==> config.mk <==
export PLATFORM = sky130hd
export DESIGN_NAME = coco_glue
export DESIGN_NICKNAME = d
export VERILOG_FILES = /design/src/dragon_pkg.sv /design/src/bus_decode.sv /design/src/coco_glue.sv /design/src/disk_latch.sv /design/src/image_loader.sv /design/src/joystick_pad.sv
export SDC_FILE = /design/constraint.sdc
export NUM_CORES = 1
export LEC_CHECK = 0
export BUFFER_PORTS_ARGS = -buffer_cell sky130_fd_sc_hd__clkbuf_2
export CORE_AREA = 2 2 110 112
export DETAILED_ROUTE_END_ITERATION = 8
export DIE_AREA = 0 0 112 114
export GPL_TIMING_DRIVEN = 0
export PLACE_DENSITY_LB_ADDON = 0.2
export SYNTH_ARGS = -nofsm -noshare
export SYNTH_HDL_FRONTEND = slang
export SYNTH_SLANG_ARGS = --single-unit
==> constraint.sdc <==
create_clock -name clk -period 1.5 [get_ports clk]
set_input_delay 0.075 -clock clk [delete_from_list [all_inputs] [get_ports clk]]
set_output_delay 0.075 -clock clk [all_outputs]
set_load 0.03 [all_outputs]
==> src/dragon_pkg.sv <==
// shared widths, rom page map and codes; page numbers assume 8k pages in a 20-bit external rom
package dragon_pkg;

	typedef logic [15:0] addr_t;     // cpu address
	typedef logic [7:0]  byte_t;
	typedef logic [19:0] rom_addr_t; // external rom
	typedef logic [19:0] ram_addr_t; // external ram
	typedef logic [16:0] dl_addr_t;  // download port address
	typedef logic [15:0] joy_axis_t; // x high byte, y low byte
	typedef logic [3:0]  rom_page_t;

	// SAM S2..S0 device select
	typedef enum logic [2:0] {
		dev_ram    = 3'd0,
		dev_rom8   = 3'd1,
		dev_roma   = 3'd2,
		dev_romc   = 3'd3,
		dev_pia0   = 3'd4,
		dev_pia1   = 3'd5,
		dev_io     = 3'd6,
		dev_unused = 3'd7
	} dev_sel_t;

	typedef enum logic [1:0] {
		mach_coco     = 2'd0,
		mach_dragon32 = 2'd1,
		mach_dragon64 = 2'd2
	} machine_t;

	localparam rom_page_t PAGE_COCO_BASIC = 4'd0;
	localparam rom_page_t PAGE_COCO_EXT   = 4'd1;
	localparam rom_page_t PAGE_COCO_DISK  = 4'd2;
	localparam rom_page_t PAGE_D32_EXT    = 4'd3;
	localparam rom_page_t PAGE_D32_BASIC  = 4'd4;
	localparam rom_page_t PAGE_D64_EXT1   = 4'd5;
	localparam rom_page_t PAGE_D64_BASIC1 = 4'd6;
	localparam rom_page_t PAGE_D64_EXT2   = 4'd7;
	localparam rom_page_t PAGE_D64_BASIC2 = 4'd8;
	localparam rom_page_t PAGE_D_DISK     = 4'd9;
	localparam rom_page_t PAGE_CART_BASE  = 4'd14; // 14 and 15, picked by a13

	localparam logic [3:0] RAM_WINDOW    = 4'h8;
	localparam addr_t      CLEAR_ADDR    = 16'h0071; // cleared while hard reset is held
	localparam dl_addr_t   CART_MIN_SIZE = 17'h00100;
	localparam int         WR_STRETCH    = 8;

	localparam byte_t AXIS_MIN = 8'd0;
	localparam byte_t AXIS_MID = 8'd128;
	localparam byte_t AXIS_MAX = 8'd255;
	localparam byte_t OPEN_BUS = 8'hff;

endpackage

==> src/bus_decode.sv <==
// combinational decode of the SAM select; cpu_din and rom address are valid in the same cycle
`timescale 1ns/10ps

module bus_decode (
	input  dragon_pkg::machine_t  machine,
	input  dragon_pkg::dev_sel_t  device_select,
	input  dragon_pkg::addr_t     cpu_addr,
	input  logic                  clk_e,
	input  logic                  ddrb2,
	input  logic                  portb2,
	input  logic                  cart_loaded,
	input  logic                  disk_cart_enabled,
	input  dragon_pkg::byte_t     ext_rom_din,
	input  dragon_pkg::byte_t     ext_ram_din,
	input  dragon_pkg::byte_t     pia_dout,
	input  dragon_pkg::byte_t     pia1_dout,
	input  dragon_pkg::byte_t     acia_dout,
	input  dragon_pkg::byte_t     fdc_dout,
	output dragon_pkg::byte_t     cpu_din,
	output dragon_pkg::rom_addr_t ext_rom_addr,
	output logic                  ext_rom_rd,
	output logic                  pia_cs,
	output logic                  pia1_cs,
	output logic                  acia_cs,
	output logic                  io_sel
);
	import dragon_pkg::*;

	logic      acia_win; // upper half of the pia window on the dragon 64
	logic      bank1;
	logic      rom_win;
	rom_page_t page;

	assign acia_win = (machine == mach_dragon64) & cpu_addr[2];
	// port b2 floats high through a pull-up when ddrb2 is an input
	assign bank1 = ~ddrb2 | portb2;

	assign pia_cs  = (device_select == dev_pia0) & ~acia_win;
	assign acia_cs = (device_select == dev_pia0) & acia_win;
	assign pia1_cs = (device_select == dev_pia1);
	assign io_sel  = (device_select == dev_io);

	assign rom_win = (device_select == dev_rom8) | (device_select == dev_roma)
		| (device_select == dev_romc);

	always_comb begin
		page = PAGE_COCO_BASIC;
		case (device_select)
			dev_rom8: begin
				case (machine)
					mach_dragon32: page = PAGE_D32_EXT;
					mach_dragon64: page = bank1 ? PAGE_D64_EXT1 : PAGE_D64_EXT2;
					default:       page = PAGE_COCO_EXT;
				endcase
			end
			dev_roma: begin
				case (machine)
					mach_dragon32: page = PAGE_D32_BASIC;
					mach_dragon64: page = bank1 ? PAGE_D64_BASIC1 : PAGE_D64_BASIC2;
					default:       page = PAGE_COCO_BASIC;
				endcase
			end
			dev_romc: begin
				if (cart_loaded)
					page = {PAGE_CART_BASE[3:1], cpu_addr[13]}; // 16k cartridge
				else if (machine == mach_coco)
					page = PAGE_COCO_DISK;
				else
					page = PAGE_D_DISK;
			end
			default: ;
		endcase
	end

	assign ext_rom_addr = {3'd0, page, cpu_addr[12:0]};
	assign ext_rom_rd   = clk_e & rom_win;

	always_comb begin
		case (device_select)
			dev_ram:            cpu_din = ext_ram_din;
			dev_rom8, dev_roma: cpu_din = ext_rom_din;
			dev_romc:           cpu_din = (cart_loaded | disk_cart_enabled) ? ext_rom_din : OPEN_BUS;
			dev_pia0:           cpu_din = acia_win ? acia_dout : pia_dout;
			dev_pia1:           cpu_din = pia1_dout;
			dev_io:             cpu_din = fdc_dout;
			default:            cpu_din = OPEN_BUS;
		endcase
	end

	// sampled on each cpu cycle
	a_one_cs: assert property (@(posedge clk_e) $onehot0({pia_cs, pia1_cs, acia_cs, io_sel}))
		else $error("more than one chip select active");

endmodule

==> src/coco_glue.sv <==
// memory and i/o glue top; external memory path only, cpu and peripherals live outside
`timescale 1ns/10ps

module coco_glue (
	input  logic                  clk,
	input  logic                  reset_n,
	input  logic                  dragon,
	input  logic                  mem64kb,
	input  dragon_pkg::addr_t     cpu_addr,
	input  logic                  cpu_rw,
	input  dragon_pkg::byte_t     cpu_dout,
	input  logic                  clk_e,
	input  dragon_pkg::dev_sel_t  device_select,
	input  dragon_pkg::addr_t     sam_a,
	input  logic                  sam_we_n,
	input  logic                  ddrb2,
	input  logic                  portb2,
	input  dragon_pkg::byte_t     ext_rom_din,
	input  dragon_pkg::byte_t     ext_ram_din,
	input  dragon_pkg::byte_t     pia_dout,
	input  dragon_pkg::byte_t     pia1_dout,
	input  dragon_pkg::byte_t     acia_dout,
	input  dragon_pkg::byte_t     fdc_dout,
	input  dragon_pkg::byte_t     ioctl_data,
	input  dragon_pkg::dl_addr_t  ioctl_addr,
	input  logic                  ioctl_download,
	input  logic                  ioctl_wr,
	input  logic                  ioctl_cart,
	input  logic                  ioctl_rom,
	input  logic                  hard_reset,
	input  logic                  cart_remove,
	input  logic                  disk_cart_enabled,
	input  logic                  fdc_irq,
	input  logic                  fdc_drq,
	input  logic [3:0]            joy1,
	input  logic [3:0]            joy2,
	input  dragon_pkg::joy_axis_t joya1,
	input  dragon_pkg::joy_axis_t joya2,
	input  logic                  joy_use_dpad,
	output dragon_pkg::byte_t     cpu_din,
	output dragon_pkg::rom_addr_t ext_rom_addr,
	output logic                  ext_rom_rd,
	output logic                  pia_cs,
	output logic                  pia1_cs,
	output logic                  acia_cs,
	output logic                  io_sel,
	output dragon_pkg::ram_addr_t ext_ram_addr,
	output dragon_pkg::byte_t     ext_ram_dout,
	output logic                  ext_ram_wr,
	output logic                  cart_loaded,
	output logic                  fdc_sel,
	output logic [3:0]            fdc_drive_sel,
	output logic                  fdc_motor,
	output logic                  fdc_dden,
	output logic                  fdc_precomp,
	output logic                  nmi,
	output logic                  halt,
	output dragon_pkg::joy_axis_t dac_joya1,
	output dragon_pkg::joy_axis_t dac_joya2,
	output logic                  ledb
);
	import dragon_pkg::*;

	machine_t machine;

	// mem64kb only matters on the dragon
	assign machine = !dragon ? mach_coco : (mem64kb ? mach_dragon64 : mach_dragon32);

	assign ledb = ~(ioctl_download | fdc_motor); // active low

	bus_decode u_bus_decode (
		.machine(machine), .device_select(device_select), .cpu_addr(cpu_addr),
		.clk_e(clk_e), .ddrb2(ddrb2), .portb2(portb2), .cart_loaded(cart_loaded),
		.disk_cart_enabled(disk_cart_enabled), .ext_rom_din(ext_rom_din),
		.ext_ram_din(ext_ram_din), .pia_dout(pia_dout), .pia1_dout(pia1_dout),
		.acia_dout(acia_dout), .fdc_dout(fdc_dout), .cpu_din(cpu_din),
		.ext_rom_addr(ext_rom_addr), .ext_rom_rd(ext_rom_rd), .pia_cs(pia_cs),
		.pia1_cs(pia1_cs), .acia_cs(acia_cs), .io_sel(io_sel)
	);

	image_loader u_image_loader (
		.clk(clk), .reset_n(reset_n), .hard_reset(hard_reset),
		.ioctl_data(ioctl_data), .ioctl_addr(ioctl_addr),
		.ioctl_download(ioctl_download), .ioctl_wr(ioctl_wr), .ioctl_cart(ioctl_cart),
		.ioctl_rom(ioctl_rom), .cart_remove(cart_remove), .sam_a(sam_a),
		.sam_we_n(sam_we_n), .clk_e(clk_e), .cpu_dout(cpu_dout),
		.ext_ram_addr(ext_ram_addr), .ext_ram_dout(ext_ram_dout),
		.ext_ram_wr(ext_ram_wr), .cart_loaded(cart_loaded)
	);

	disk_latch u_disk_latch (
		.clk(clk), .reset_n(reset_n), .dragon(dragon),
		.disk_cart_enabled(disk_cart_enabled), .clk_e(clk_e), .io_sel(io_sel),
		.cpu_rw(cpu_rw), .cpu_addr(cpu_addr), .cpu_dout(cpu_dout),
		.fdc_irq(fdc_irq), .fdc_drq(fdc_drq), .fdc_sel(fdc_sel),
		.fdc_drive_sel(fdc_drive_sel), .fdc_motor(fdc_motor), .fdc_dden(fdc_dden),
		.fdc_precomp(fdc_precomp), .nmi(nmi), .halt(halt)
	);

	joystick_pad u_joystick_pad (
		.clk(clk), .joy_use_dpad(joy_use_dpad), .joy1(joy1), .joy2(joy2),
		.joya1(joya1), .joya2(joya2), .dac_joya1(dac_joya1), .dac_joya2(dac_joya2)
	);

endmodule

==> src/disk_latch.sv <==
// floppy control latch for the coco and dragon disk carts; halt is coco only
`timescale 1ns/10ps

module disk_latch (
	input  logic              clk,
	input  logic              reset_n,
	input  logic              dragon,
	input  logic              disk_cart_enabled,
	input  logic              clk_e,
	input  logic              io_sel,
	input  logic              cpu_rw,
	input  dragon_pkg::addr_t cpu_addr,
	input  dragon_pkg::byte_t cpu_dout,
	input  logic              fdc_irq,
	input  logic              fdc_drq,
	output logic              fdc_sel,
	output logic [3:0]        fdc_drive_sel,
	output logic              fdc_motor,
	output logic              fdc_dden,
	output logic              fdc_precomp,
	output logic              nmi,
	output logic              halt
);
	import dragon_pkg::*;

	logic ctrl_wr;
	logic nmi_en; // dragon only
	logic halt_en; // coco only

	// latch is at a3=0 on the coco, a3=1 on the dragon; the fdc sits at the other half
	assign ctrl_wr = disk_cart_enabled & clk_e & io_sel & ~cpu_rw & (cpu_addr[3] == dragon);
	assign fdc_sel = disk_cart_enabled & clk_e & io_sel & (cpu_addr[3] ^ dragon)
		& (~dragon | ~cpu_addr[2]);

	always_ff @(posedge clk) begin
		if (!reset_n) begin
			fdc_drive_sel <= 4'b0000;
			fdc_motor     <= 1'b0;
			fdc_dden      <= 1'b0;
			fdc_precomp   <= 1'b0;
			nmi_en        <= 1'b0;
			halt_en       <= 1'b0;
		end else begin
			if (ctrl_wr) begin
				if (dragon) begin
					fdc_drive_sel <= 4'b0001 << cpu_dout[1:0];
					fdc_motor     <= cpu_dout[2];
					fdc_dden      <= cpu_dout[3];
					fdc_precomp   <= cpu_dout[4];
					nmi_en        <= cpu_dout[5];
				end else begin
					fdc_drive_sel <= {cpu_dout[6], cpu_dout[2:0]}; // bit 6 is drive 3
					fdc_motor     <= cpu_dout[3];
					fdc_precomp   <= cpu_dout[4];
					fdc_dden      <= cpu_dout[5];
					halt_en       <= cpu_dout[7];
				end
			end
			if (fdc_irq)
				halt_en <= 1'b0; // end of command releases the cpu
		end
	end

	assign nmi  = fdc_irq & (dragon ? nmi_en : fdc_dden);
	assign halt = halt_en & ~fdc_drq;

	a_no_dragon_halt: assert property (@(posedge clk) disable iff (!reset_n)
		dragon |-> !halt)
		else $error("halt raised in dragon mode");

endmodule

==> src/image_loader.sv <==
// external ram muxing for downloads, hard reset clear and cpu writes; no ram read strobe here
`timescale 1ns/10ps

module image_loader (
	input  logic                  clk,
	input  logic                  reset_n,
	input  logic                  hard_reset,
	input  dragon_pkg::byte_t     ioctl_data,
	input  dragon_pkg::dl_addr_t  ioctl_addr,
	input  logic                  ioctl_download,
	input  logic                  ioctl_wr,
	input  logic                  ioctl_cart,
	input  logic                  ioctl_rom,
	input  logic                  cart_remove,
	input  dragon_pkg::addr_t     sam_a,
	input  logic                  sam_we_n,
	input  logic                  clk_e,
	input  dragon_pkg::byte_t     cpu_dout,
	output dragon_pkg::ram_addr_t ext_ram_addr,
	output dragon_pkg::byte_t     ext_ram_dout,
	output logic                  ext_ram_wr,
	output logic                  cart_loaded
);
	import dragon_pkg::*;

	dl_addr_t              dl_a;
	addr_t                 cpu_a;
	logic [WR_STRETCH-1:0] dl_wr;         // write stretch, one bit per cycle
	logic                  cart_q = 1'b0; // no cartridge at power-up

	// cartridges sit in the top two rom pages
	assign dl_a  = ioctl_rom ? ioctl_addr : {PAGE_CART_BASE[3:1], ioctl_addr[13:0]};
	assign cpu_a = hard_reset ? CLEAR_ADDR : sam_a;

	assign ext_ram_addr = ioctl_download ? {3'd0, dl_a} : {RAM_WINDOW, cpu_a};
	assign ext_ram_dout = ioctl_download ? ioctl_data : (hard_reset ? 8'h00 : cpu_dout);

	always_ff @(posedge clk) begin
		if (!reset_n)
			dl_wr <= '0;
		else if (ioctl_wr)
			dl_wr <= '1;
		else
			dl_wr <= {1'b0, dl_wr[WR_STRETCH-1:1]};
	end

	assign ext_ram_wr = ioctl_download ? |dl_wr : (hard_reset ? clk_e : ~sam_we_n);

	// length is known once the last byte has gone
	always_ff @(posedge clk) begin
		if (ioctl_cart & ioctl_download & ~ioctl_wr)
			cart_q <= ioctl_addr > CART_MIN_SIZE;
		else if (cart_remove)
			cart_q <= 1'b0;
	end

	assign cart_loaded = cart_q;

	a_wr_stretch: assert property (@(posedge clk) disable iff (!reset_n)
		(ioctl_download && !ioctl_wr) [*WR_STRETCH+1] |-> !ext_ram_wr)
		else $error("download write held past the stretch");

endmodule

==> src/joystick_pad.sv <==
// d-pad to analog mapping, outputs one clock behind inputs and not reset
`timescale 1ns/10ps

module joystick_pad (
	input  logic                  clk,
	input  logic                  joy_use_dpad,
	input  logic [3:0]            joy1, // up, down, left, right
	input  logic [3:0]            joy2,
	input  dragon_pkg::joy_axis_t joya1,
	input  dragon_pkg::joy_axis_t joya2,
	output dragon_pkg::joy_axis_t dac_joya1,
	output dragon_pkg::joy_axis_t dac_joya2
);
	import dragon_pkg::*;

	// negative direction wins when both are pressed
	function automatic byte_t pad_axis(input logic neg, input logic pos);
		byte_t v;
		v = AXIS_MID;
		if (pos)
			v = AXIS_MAX;
		if (neg)
			v = AXIS_MIN;
		return v;
	endfunction

	always_ff @(posedge clk) begin
		if (joy_use_dpad) begin
			dac_joya1 <= {pad_axis(joy1[1], joy1[0]), pad_axis(joy1[3], joy1[2])};
			dac_joya2 <= {pad_axis(joy2[1], joy2[0]), pad_axis(joy2[3], joy2[2])};
		end else begin
			dac_joya1 <= joya1; // analog stick
			dac_joya2 <= joya2;
		end
	end

endmodule

# Yosys cells after proc, flatten, opt, wreduce, memory -nomap -nowiden
# Index checks and enable logic that the tools add are counted.
[totals]
register_bits = 50
latchBits = 0
mem_bits_rw = 0
mem_bits_ro = 0
input_bits = 175
output_inout_bits = 106
elab_cells = 96
mem_count = 0
[classes]
n_addsub = 0
multipliers = 0
div = 0
magnitude_cmp = 1
n_eq_ne = 9
shift = 1
muxes = 36
bitwise = 31
reduce_logical = 8
[op_table]
columns = ["op", "n"]
rows = [
  ["2-to-1 mux 8 bit", 9],
  ["2-to-1 mux 16 bit", 3],
  ["case mux 8 bit (6 select lines)", 1],
  ["2-to-1 mux 7 bit", 4],
  ["2-to-1 mux 20 bit", 1],
  ["greater-than comparator 17 x 9 -> 1 bit (second input constant)", 1],
  ["2-to-1 mux 17 bit", 1],
  ["2-to-1 mux 4 bit", 4],
  ["case mux 4 bit (2 select lines)", 2],
  ["AND 1 bit", 14],
  ["case mux 4 bit (3 select lines)", 1],
  ["inverter 1 bit", 10],
  ["== test 3 bit (second input constant)", 3],
  ["OR reduction 8 bit", 1],
  ["2-to-1 mux 1 bit", 7],
  ["== test 3 x 2 -> 1 bit (second input constant)", 2],
  ["2-to-1 mux 2 bit", 3],
  ["OR 1 bit", 6],
  ["AND reduction 2 bit", 2],
  ["OR reduction 2 bit", 2],
  ["left shift 1 x 2 -> 4 bit (first input constant)", 1],
  ["== test 3 x 1 -> 1 bit (second input constant)", 1],
  ["zero test 3 bit", 1],
  ["== test 2 x 1 -> 1 bit (second input constant)", 1],
  ["other kinds (5)", 5],
]

# Depth between registers and ports, before layout
# Gate-level depths: netlist (run 1).
[logic_depth]
word_depth = 6
ltp_mapped = 5
depth_no_buf = 3

# Modules after synthesis
# A second synthesis (run 1) with hierarchy kept.
[unflattened]
cells_unflattened = 380
hier_area_um2 = 3052.9
[modules_own_cells]
columns = ["mod", "instances", "cells_per_inst", "area_each_um2", "seq_area_each_um2"]
rows = [
  ["joystick_pad", 1, 104, 1016.0, 640.6],
  ["bus_decode", 1, 128, 808.3, 0.0],
  ["image_loader", 1, 85, 668.1, 190.2],
  ["disk_latch", 1, 60, 540.5, 180.2],
  ["coco_glue", 1, 3, 20.0, 0.0],
]

# Least setup slack after synthesis (run 1)
# No wires, ideal clock.
[synth_path]
path_type = "register -> output"
start = "register u_image_loader.cart_q (netlist: u_image_loader.cart_loaded)"
end = "output port ext_rom_addr[14]"
arrival_time_ps = 1904
required_ps = 1425
path_slack_ps = -479
path_stages_with_launch = 5
path_buffers = 1
path_cell_list = "edfxtp_1 buf_2 inv_1 a221o_1 a311oi_1"
[synth_via]
elab_chain_cells = 2
[synth_lines]
columns = ["item", "line", "source"]
rows = [
  ["start, declared", "image_loader.sv:29", "logic cart_q = 1'b0;"],
  ["start signal, assigned", "image_loader.sv:52", "cart_q <= ioctl_addr > CART_MIN_SIZE;"],
  ["2-to-1 mux 4 bit", "bus_decode.sv:64", "if (cart_loaded)"],
  ["case mux 4 bit (3 select lines)", "bus_decode.sv:48", "case (device_select)"],
  ["end, declared", "coco_glue.sv:41", "output dragon_pkg::rom_addr_t ext_rom_addr,"],
]
# No other way between the ends.

# Worst setup path after layout (run 1)
# Same ends and word-level chain as after synthesis.

==> results of run 1 <==
==> layer usage <==
layer / vias to the layer above / share of wire
li1: 1846 / -
met1: 1635 / 0.41
met2: 177 / 0.48
met3: 24 / 0.084
met4: 0 / 0.028
met5: - / 0
==> cells in the final DEF, fill, tap and decap left out, drive strengths merged, types with 6 or more instances in the layout <==
master       count
nand2           31
nand3b           9
o221ai           7
o21ai           44
dlygate4sd3     23
o21a            15
a211oi           9
a22o            12
nor2            14
inv             37
a21oi            6
mux2i           24
buf             42
clkbuf         269
a221oi           7
dfxtp           49
nor2b            9
==> metrics by stage <==
stage | util | power, mW
floorplan | - | 2.28
global placement | 0.388 | 2.77
detailed placement | 0.388 | 2.78
CTS | 0.431 | 4.10
global route | 0.434 | 4.28
finish | 0.434 | 4.08
==> power by group through the flow <==
stage / logic [mW] / registers, mW / clock network [mW]
floorplan: 0.665 / 1.61 / 0
global placement: 1.30 / 1.47 / 0
detailed placement: 1.31 / 1.47 / 0
CTS: 1.41 / 1.44 / 1.25
global route: 1.53 / 1.45 / 1.30
finish: 1.43 / 1.44 / 1.21
==> area by class of cell <==
type / instances / share of cell area
flip-flops and latches: 50 / 0.199
plain buffers: 44 / 0.0571
clock buffers: 7 / 0.0303
well taps: 147 / 0.0362
multi-input cells: 236 / 0.330
clock inverters: 1 / 0.00148
inverters: 38 / 0.0281
repair buffers: 283 / 0.318
==> worst max-delay path by stage <==
stage	from	to
3_5_place_dp	u_image_loader.cart_loaded$_SDFFCE_PN0P_	cpu_din[3]
4_1_cts	u_image_loader.cart_loaded$_SDFFCE_PN0P_	ext_rom_addr[14]
6_report	u_image_loader.cart_loaded$_SDFFCE_PN0P_	ext_rom_addr[14]
3_3_place_gp	u_image_loader.cart_loaded$_SDFFCE_PN0P_	cpu_din[3]
2_1_floorplan	u_image_loader.cart_loaded$_SDFFCE_PN0P_	cpu_din[3]
5_1_grt	u_image_loader.cart_loaded$_SDFFCE_PN0P_	cpu_din[2]
==> state kept, by name, summed over array words and instances, names as in the netlist <==
signal	cells
u_joystick_pad.dac_joya1	16
u_joystick_pad.dac_joya2	16
u_image_loader.dl_wr	8
u_disk_latch.fdc_drive_sel	4
u_disk_latch.fdc_dden	1
u_disk_latch.fdc_motor	1
u_disk_latch.fdc_precomp	1
u_disk_latch.halt_en	1
u_disk_latch.nmi_en	1
u_image_loader.cart_loaded	1
==> what timing repair did <==
action / in CTS / in global routing
pin swaps: 5 / 0
hold endpoints to repair: 19 / 0
setup buffers: 4 / 0
hold buffers: 23 / 0
setup endpoints to repair: 10 / 12
resized for setup: 20 / 14
==> logic make-up (layout without fill, tap and decap cells) <==
| logic type | count (synthesis) | after routing | synth area share |
|---|---|---|---|
| XOR/XNOR | 1 | 1 | 0.00290 |
| buffers and inverters | 82 | 373 | 0.141 |
| multiplexers | 26 | 26 | 0.0871 |
| other | 1 | 5 | 0.00124 |
| flip-flops | 50 | 50 | 0.335 |
| AO/OA/AOI/OAI | 111 | 111 | 0.263 |
| AND/OR/NAND/NOR | 93 | 93 | 0.170 |
==> worst reg2reg max path: stages, from the launching register on <==
cell and delay, ps:
dfxtp_1 380, nand2_1 70, mux2i_1 130
==> results.py, run 1 <==
metrics = {
    "synthesis": {
        "netlist_instances": 364,
        "postSynthAreaPerCell_um2": 8.29,
        "synth_common_cells": "dfxtp_1, o21ai_0, inv_1, nand2_1, mux2i_1",
        "synth.area.top_cells": "dfxtp_1, mux2i_1, o21ai_0",
        "yosysWarnings": 0,
        "yosysTopAreaCell": "dfxtp_1",
        "synth_seq_cells": 50,
        "netlist_area_um2": 3020,
        "synth.distinct_cells": 51,
        "synth_edf_count": 1,
        "synth_ff_type": "dfxtp_1",
        "yosysMostFrequentCell": "dfxtp_1",
        "yosysSeqAreaShare": 0.335,
        "synth.top_cell.area_share": 0.325,
        "synthArstFlopShare": 0,
    },
    "timing": {
        "setup_slack_ps": -238,
        "worst_slew_pin_slew_ps": 622,
        "fin_crit_ps": 1740,
        "skew_ps": 7.05,
        "min_period_over_period": 1.16,
        "relSlewSlack": 0.585,
        "tns_ps": -1210,
        "setup_viol": 10,
        "rsz0062_at_grt": "yes",
        "clock.fmax_ghz": 0.576,
        "hold_viol": 0,
        "drv_slew": 0,
        "whs_ps": 8.61,
    },
    "global_routing": {
        "grtUsageMet1": 0.209,
        "grt_max_degree": 16,
        "grt_pass1_wl_mm": 17.9,
        "top_usage_layer": "met2",
        "grt_pass1_vias": 3584,
        "grtUsageMet3": 0.0425,
        "use_met2": 0.301,
        "grt_overflow": 0,
        "track_usage": 0.174,
        "antenna_found_initial": 0,
    },
    "placement": {
        "dpl_cell_area_um2": 4540,
        "gp_congestion": 1.01,
        "io_buffers": 256,
        "preCtsSetupSlack_ps": -267,
        "hpwl_mm": 9.58,
        "place_inst": 771,
    },
    "routing": {
        "drc": 0,
        "drt_iter0_drc": 136,
        "wire_per_inst_um": 14.5,
        "ant_nets": 0,
        "viasPerCell": 4.57,
        "dr.pass1.iters": 4,
        "wl_mm": 11.7,
        "via_count": 3682,
    },
    "finish": {
        "final-instance-count-excl-fill": 806,
        "fin_area_um2": 5080,
        "register_area_um2": 1010,
        "multi_input_area_um2": 1680,
        "drive_gt1_frac": 0.492,
        "num_antenna_cells": 0,
        "fin_nets": 833,
        "nFillCells": 1228,
        "area_delta_synth_final_pct": 68.4,
    },
    "setup_path": {
        "crit_buf_inv": 3,
        "cp-start-kind": "flop",
        "worstSetupPathType": "reg -> out",
        "reg2reg_slack_ps": 850,
        "rr_startpoint": "u_disk_latch.fdc_motor$_SDFFE_PN0P_",
        "ff2ff_path_depth": 2,
        "slowest_delay_ps": 390,
        "critPathRequiredTime_ps": 1420,
        "cp_max_fo": 6,
        "cpMaxStageDelayCell": "edfxtp_1",
        "path_depth": 5,
        "cp.arrival_ps": 1660,
        "path_cells": "buf_6 > inv_2 > a221o_1 > a311oi_4 > clkbuf_8",
        "r2r_end": "u_disk_latch.fdc_motor$_SDFFE_PN0P_",
        "crit_family": "compound AO/OA/AOI/OAI gates",
        "crit_path_end_kind": "output pin",
    },
    "cts": {
        "cts_max_path_buffers": 2,
        "clk_pin_slew_ps": 70,
        "cts-htree-levels": 2,
        "numCtsBuffers": 5,
        "cts_tree": "done",
        "cts-root-buf": "clkbuf_16",
        "numClockSinks": 50,
        "clkLatencyLatePin_ps": 290,
    },
    "power": {
        "combPwrFrac": 0.350,
        "internal_power_mw": 2.72,
        "leakage_nw": 2.73,
        "p_seq_frac": 0.354,
        "netSwitchingPower_mw": 1.36,
        "clkPwrFrac": 0.296,
        "peakVddDrop_mv": 0.667,
        "pwr_density_cell_nw_per_um2": 802,
        "swShare": 0.333,
    },
    "floorplanning": {
        "initial_core_util": 0.258,
        "dieHeight_um": 114,
        "die_w_um": 112,
        "ioPinCount": 281,
        "row_count": 40,
        "dieArea_um2": 12800,
        "core_area_um2": 11700,
    },
    "flow_run": {
        "drv_cap": 0,
    },
    "status": {
        "violations": "setup timing",
        "status": "complete, but fails checks",
    },
    "worst_hold_path": {
        "hp-class": "in -> reg",
        "hp-start": "joya1[5]",
        "whs_endpoint": "u_joystick_pad.dac_joya1[5]$_DFF_P_",
        "holdPathStages": 3,
    },
}
Note: power is estimated with default switching activity, not from simulation.
==> run 2, diff against run 1 <==
Settings changed: CORE_AREA 2 2 110 112 to 2 2 109 111, CTS_BUF_LIST from default to sky130_fd_sc_hd__clkbuf_4 sky130_fd_sc_hd__clkbuf_8, DIE_AREA 0 0 112 114 to 0 0 111 113.
==> results.py, run 2 (synthesis gave the netlist of run 1 again) <==
metrics = {
    "power": {
        "clkPwrFrac": 0.221,
        "peakVddDrop_mv": 0.456,
        "internal_power_mw": 2.42,
        "p_seq_frac": 0.385,
        "pwr_density_cell_nw_per_um2": 723,
        "netSwitchingPower_mw": 1.33,
        "combPwrFrac": 0.394,
        "p_total_mw": 3.75,
        "swShare": 0.355,
        "leakage_nw": 2.77,
    },
    "finish": {
        "area_delta_synth_final_pct": 71.9,
        "drive_gt1_frac": 0.488,
        "final-instance-count-excl-fill": 815,
        "register_area_um2": 1010,
        "nFillCells": 1155,
        "fin_nets": 846,
        "num_antenna_cells": 0,
        "final_core_utilization": 0.460,
        "fin_area_um2": 5190,
        "mostFrequentLayoutCells": "clkbuf_2, dfxtp_1, o21ai_0, dlygate4sd3_1, inv_1",
        "reg_top3": "u_joystick_pad.dac_joya1: 16 flops, u_joystick_pad.dac_joya2: 16 flops, u_image_loader.dl_wr: 8 flops",
        "multi_input_area_um2": 1710,
        "layout_commonest_cell": "clkbuf_2",
    },
    "cts": {
        "cts-htree-levels": 2,
        "cts-root-buf": "clkbuf_8",
        "clk_pin_slew_ps": 90,
        "numClockSinks": 50,
        "clkLatencyLatePin_ps": 300,
        "cts_max_path_buffers": 2,
        "numCtsBuffers": 5,
        "cts_tree": "done",
    },
    "timing": {
        "setup_viol": 10,
        "skew_ps": 4.33,
        "drv_slew": 0,
        "fin_crit_ps": 1720,
        "hold_viol": 0,
        "relSlewSlack": 0.581,
        "rsz0062_at_grt": "yes",
        "min_period_over_period": 1.15,
        "worst_slew_pin_slew_ps": 628,
        "clock.fmax_ghz": 0.580,
        "setup_slack_ps": -225,
    },
    "floorplanning": {
        "row_count": 39,
        "initial_core_util": 0.268,
        "ioPinCount": 281,
        "dieHeight_um": 113,
        "core_area_um2": 11300,
        "die_w_um": 111,
        "dieArea_um2": 12500,
    },
    "placement": {
        "place_inst": 767,
        "io_buffers": 256,
        "preCtsSetupSlack_ps": -224,
        "hpwl_mm": 9.59,
        "dpl_cell_area_um2": 4540,
        "gp_congestion": 0.932,
    },
    "setup_path": {
        "reg2reg_slack_ps": 820,
        "cp_max_fo": 5,
        "worstSetupPathType": "reg -> out",
        "crit_buf_inv": 3,
        "path_cells": "buf_6 > inv_2 > a221o_1 > a311oi_4 > clkbuf_8",
        "critPathRequiredTime_ps": 1420,
        "crit_path_end_kind": "output pin",
        "cpMaxStageDelayCell": "edfxtp_1",
        "slowest_delay_ps": 390,
        "cp.arrival_ps": 1650,
        "crit_family": "compound AO/OA/AOI/OAI gates",
        "cp-start-kind": "flop",
    },
    "worst_hold_path": {
        "hp-class": "in -> reg",
    },
    "routing": {
        "dr.pass1.iters": 4,
        "drc": 0,
        "wl_mm": 11.8,
        "via_count": 3790,
        "drt_iter0_drc": 233,
        "ant_nets": 0,
        "wire_per_inst_um": 14.5,
        "viasPerCell": 4.65,
    },
    "global_routing": {
        "antenna_found_initial": 0,
        "track_usage": 0.177,
        "grt_overflow": 0,
        "grt_pass1_vias": 3770,
        "grt_pass1_wl_mm": 18.4,
        "grt_max_degree": 17,
    },
    "flow_run": {
        "drv_cap": 0,
    },
    "status": {
        "status": "complete, but fails checks",
        "violations": "setup timing",
    },
}
-- run 2: changes by cell type in the layout (fill, tap and decap cells not counted), sizes merged --
cell | previous run | this run
dlygate4sd3 | 23 | 35
buf | 42 | 44
clkbuf | 269 | 267
inv | 37 | 39
clkinvlp | 1 | 0
-- run 2: per-stage QoR --
step / TNS, ps / hold slack, ps
after global placement: -1380 / 268
after floorplan: -846 / 173
after detailed placement: -1140 / 274
after CTS: -1410 / 2.52
after global routing: -2740 / 3.82
final: -1790 / 8.43
-- run 2: area by class of cell --
class | instances | area share
Inverter | 38 | 0.0275
Buffer | 44 | 0.0560
Sequential cell | 50 | 0.195
Timing Repair Buffer | 296 | 0.339
Clock buffer | 6 | 0.0159
Multi-Input combinational cell | 236 | 0.330
Clock inverter | 2 | 0.00289
Tap cell | 143 | 0.0345
-- run 2: power by group through the flow --
stage	registers [mW]	logic (mW)	clock network, mW
after floorplan	1.61	0.665	0
after global placement	1.47	1.29	0
after detailed placement	1.47	1.30	0
after CTS	1.44	1.44	0.867
after global routing	1.45	1.57	0.922
final	1.44	1.48	0.830
-- run 2: what timing repair did --
action                                 CTS  global route
endpoints found under the hold margin   31             0
setup buffers                            4             1
gates resized for setup                 23            18
pin swaps                                5             0
setup endpoints to repair               10            12
hold buffers                            35             0
-- run 2: routing by layer --
metal	share of wire	vias to the layer above	wire (um)	GRT usage
met3	0.072	14	853	0.0364
met2	0.51	169	5980	0.330
met4	0.014	0	165	0.0408
li1	-	1866	-	-
met5	0	-	0	0
met1	0.41	1741	4800	0.207
-- run 2: worst register-to-register path: stages (launching register included) --
cell and delay, ps:
dfxtp_1 400, nand2_1 70, mux2i_1 140
-- run 2: final timing paths --
check                                                start                                  end  depth (start not counted)
hold reg to reg           u_disk_latch.nmi_en$_SDFFE_PN0P_     u_disk_latch.nmi_en$_SDFFE_PN0P_                          2
setup reg to reg       u_disk_latch.fdc_motor$_SDFFE_PN0P_  u_disk_latch.fdc_motor$_SDFFE_PN0P_                          2
setup / recovery  u_image_loader.cart_loaded$_SDFFCE_PN0P_                     ext_rom_addr[14]                          5
hold / removal                                    joya1[2]  u_joystick_pad.dac_joya1[2]$_DFF_P_                          3
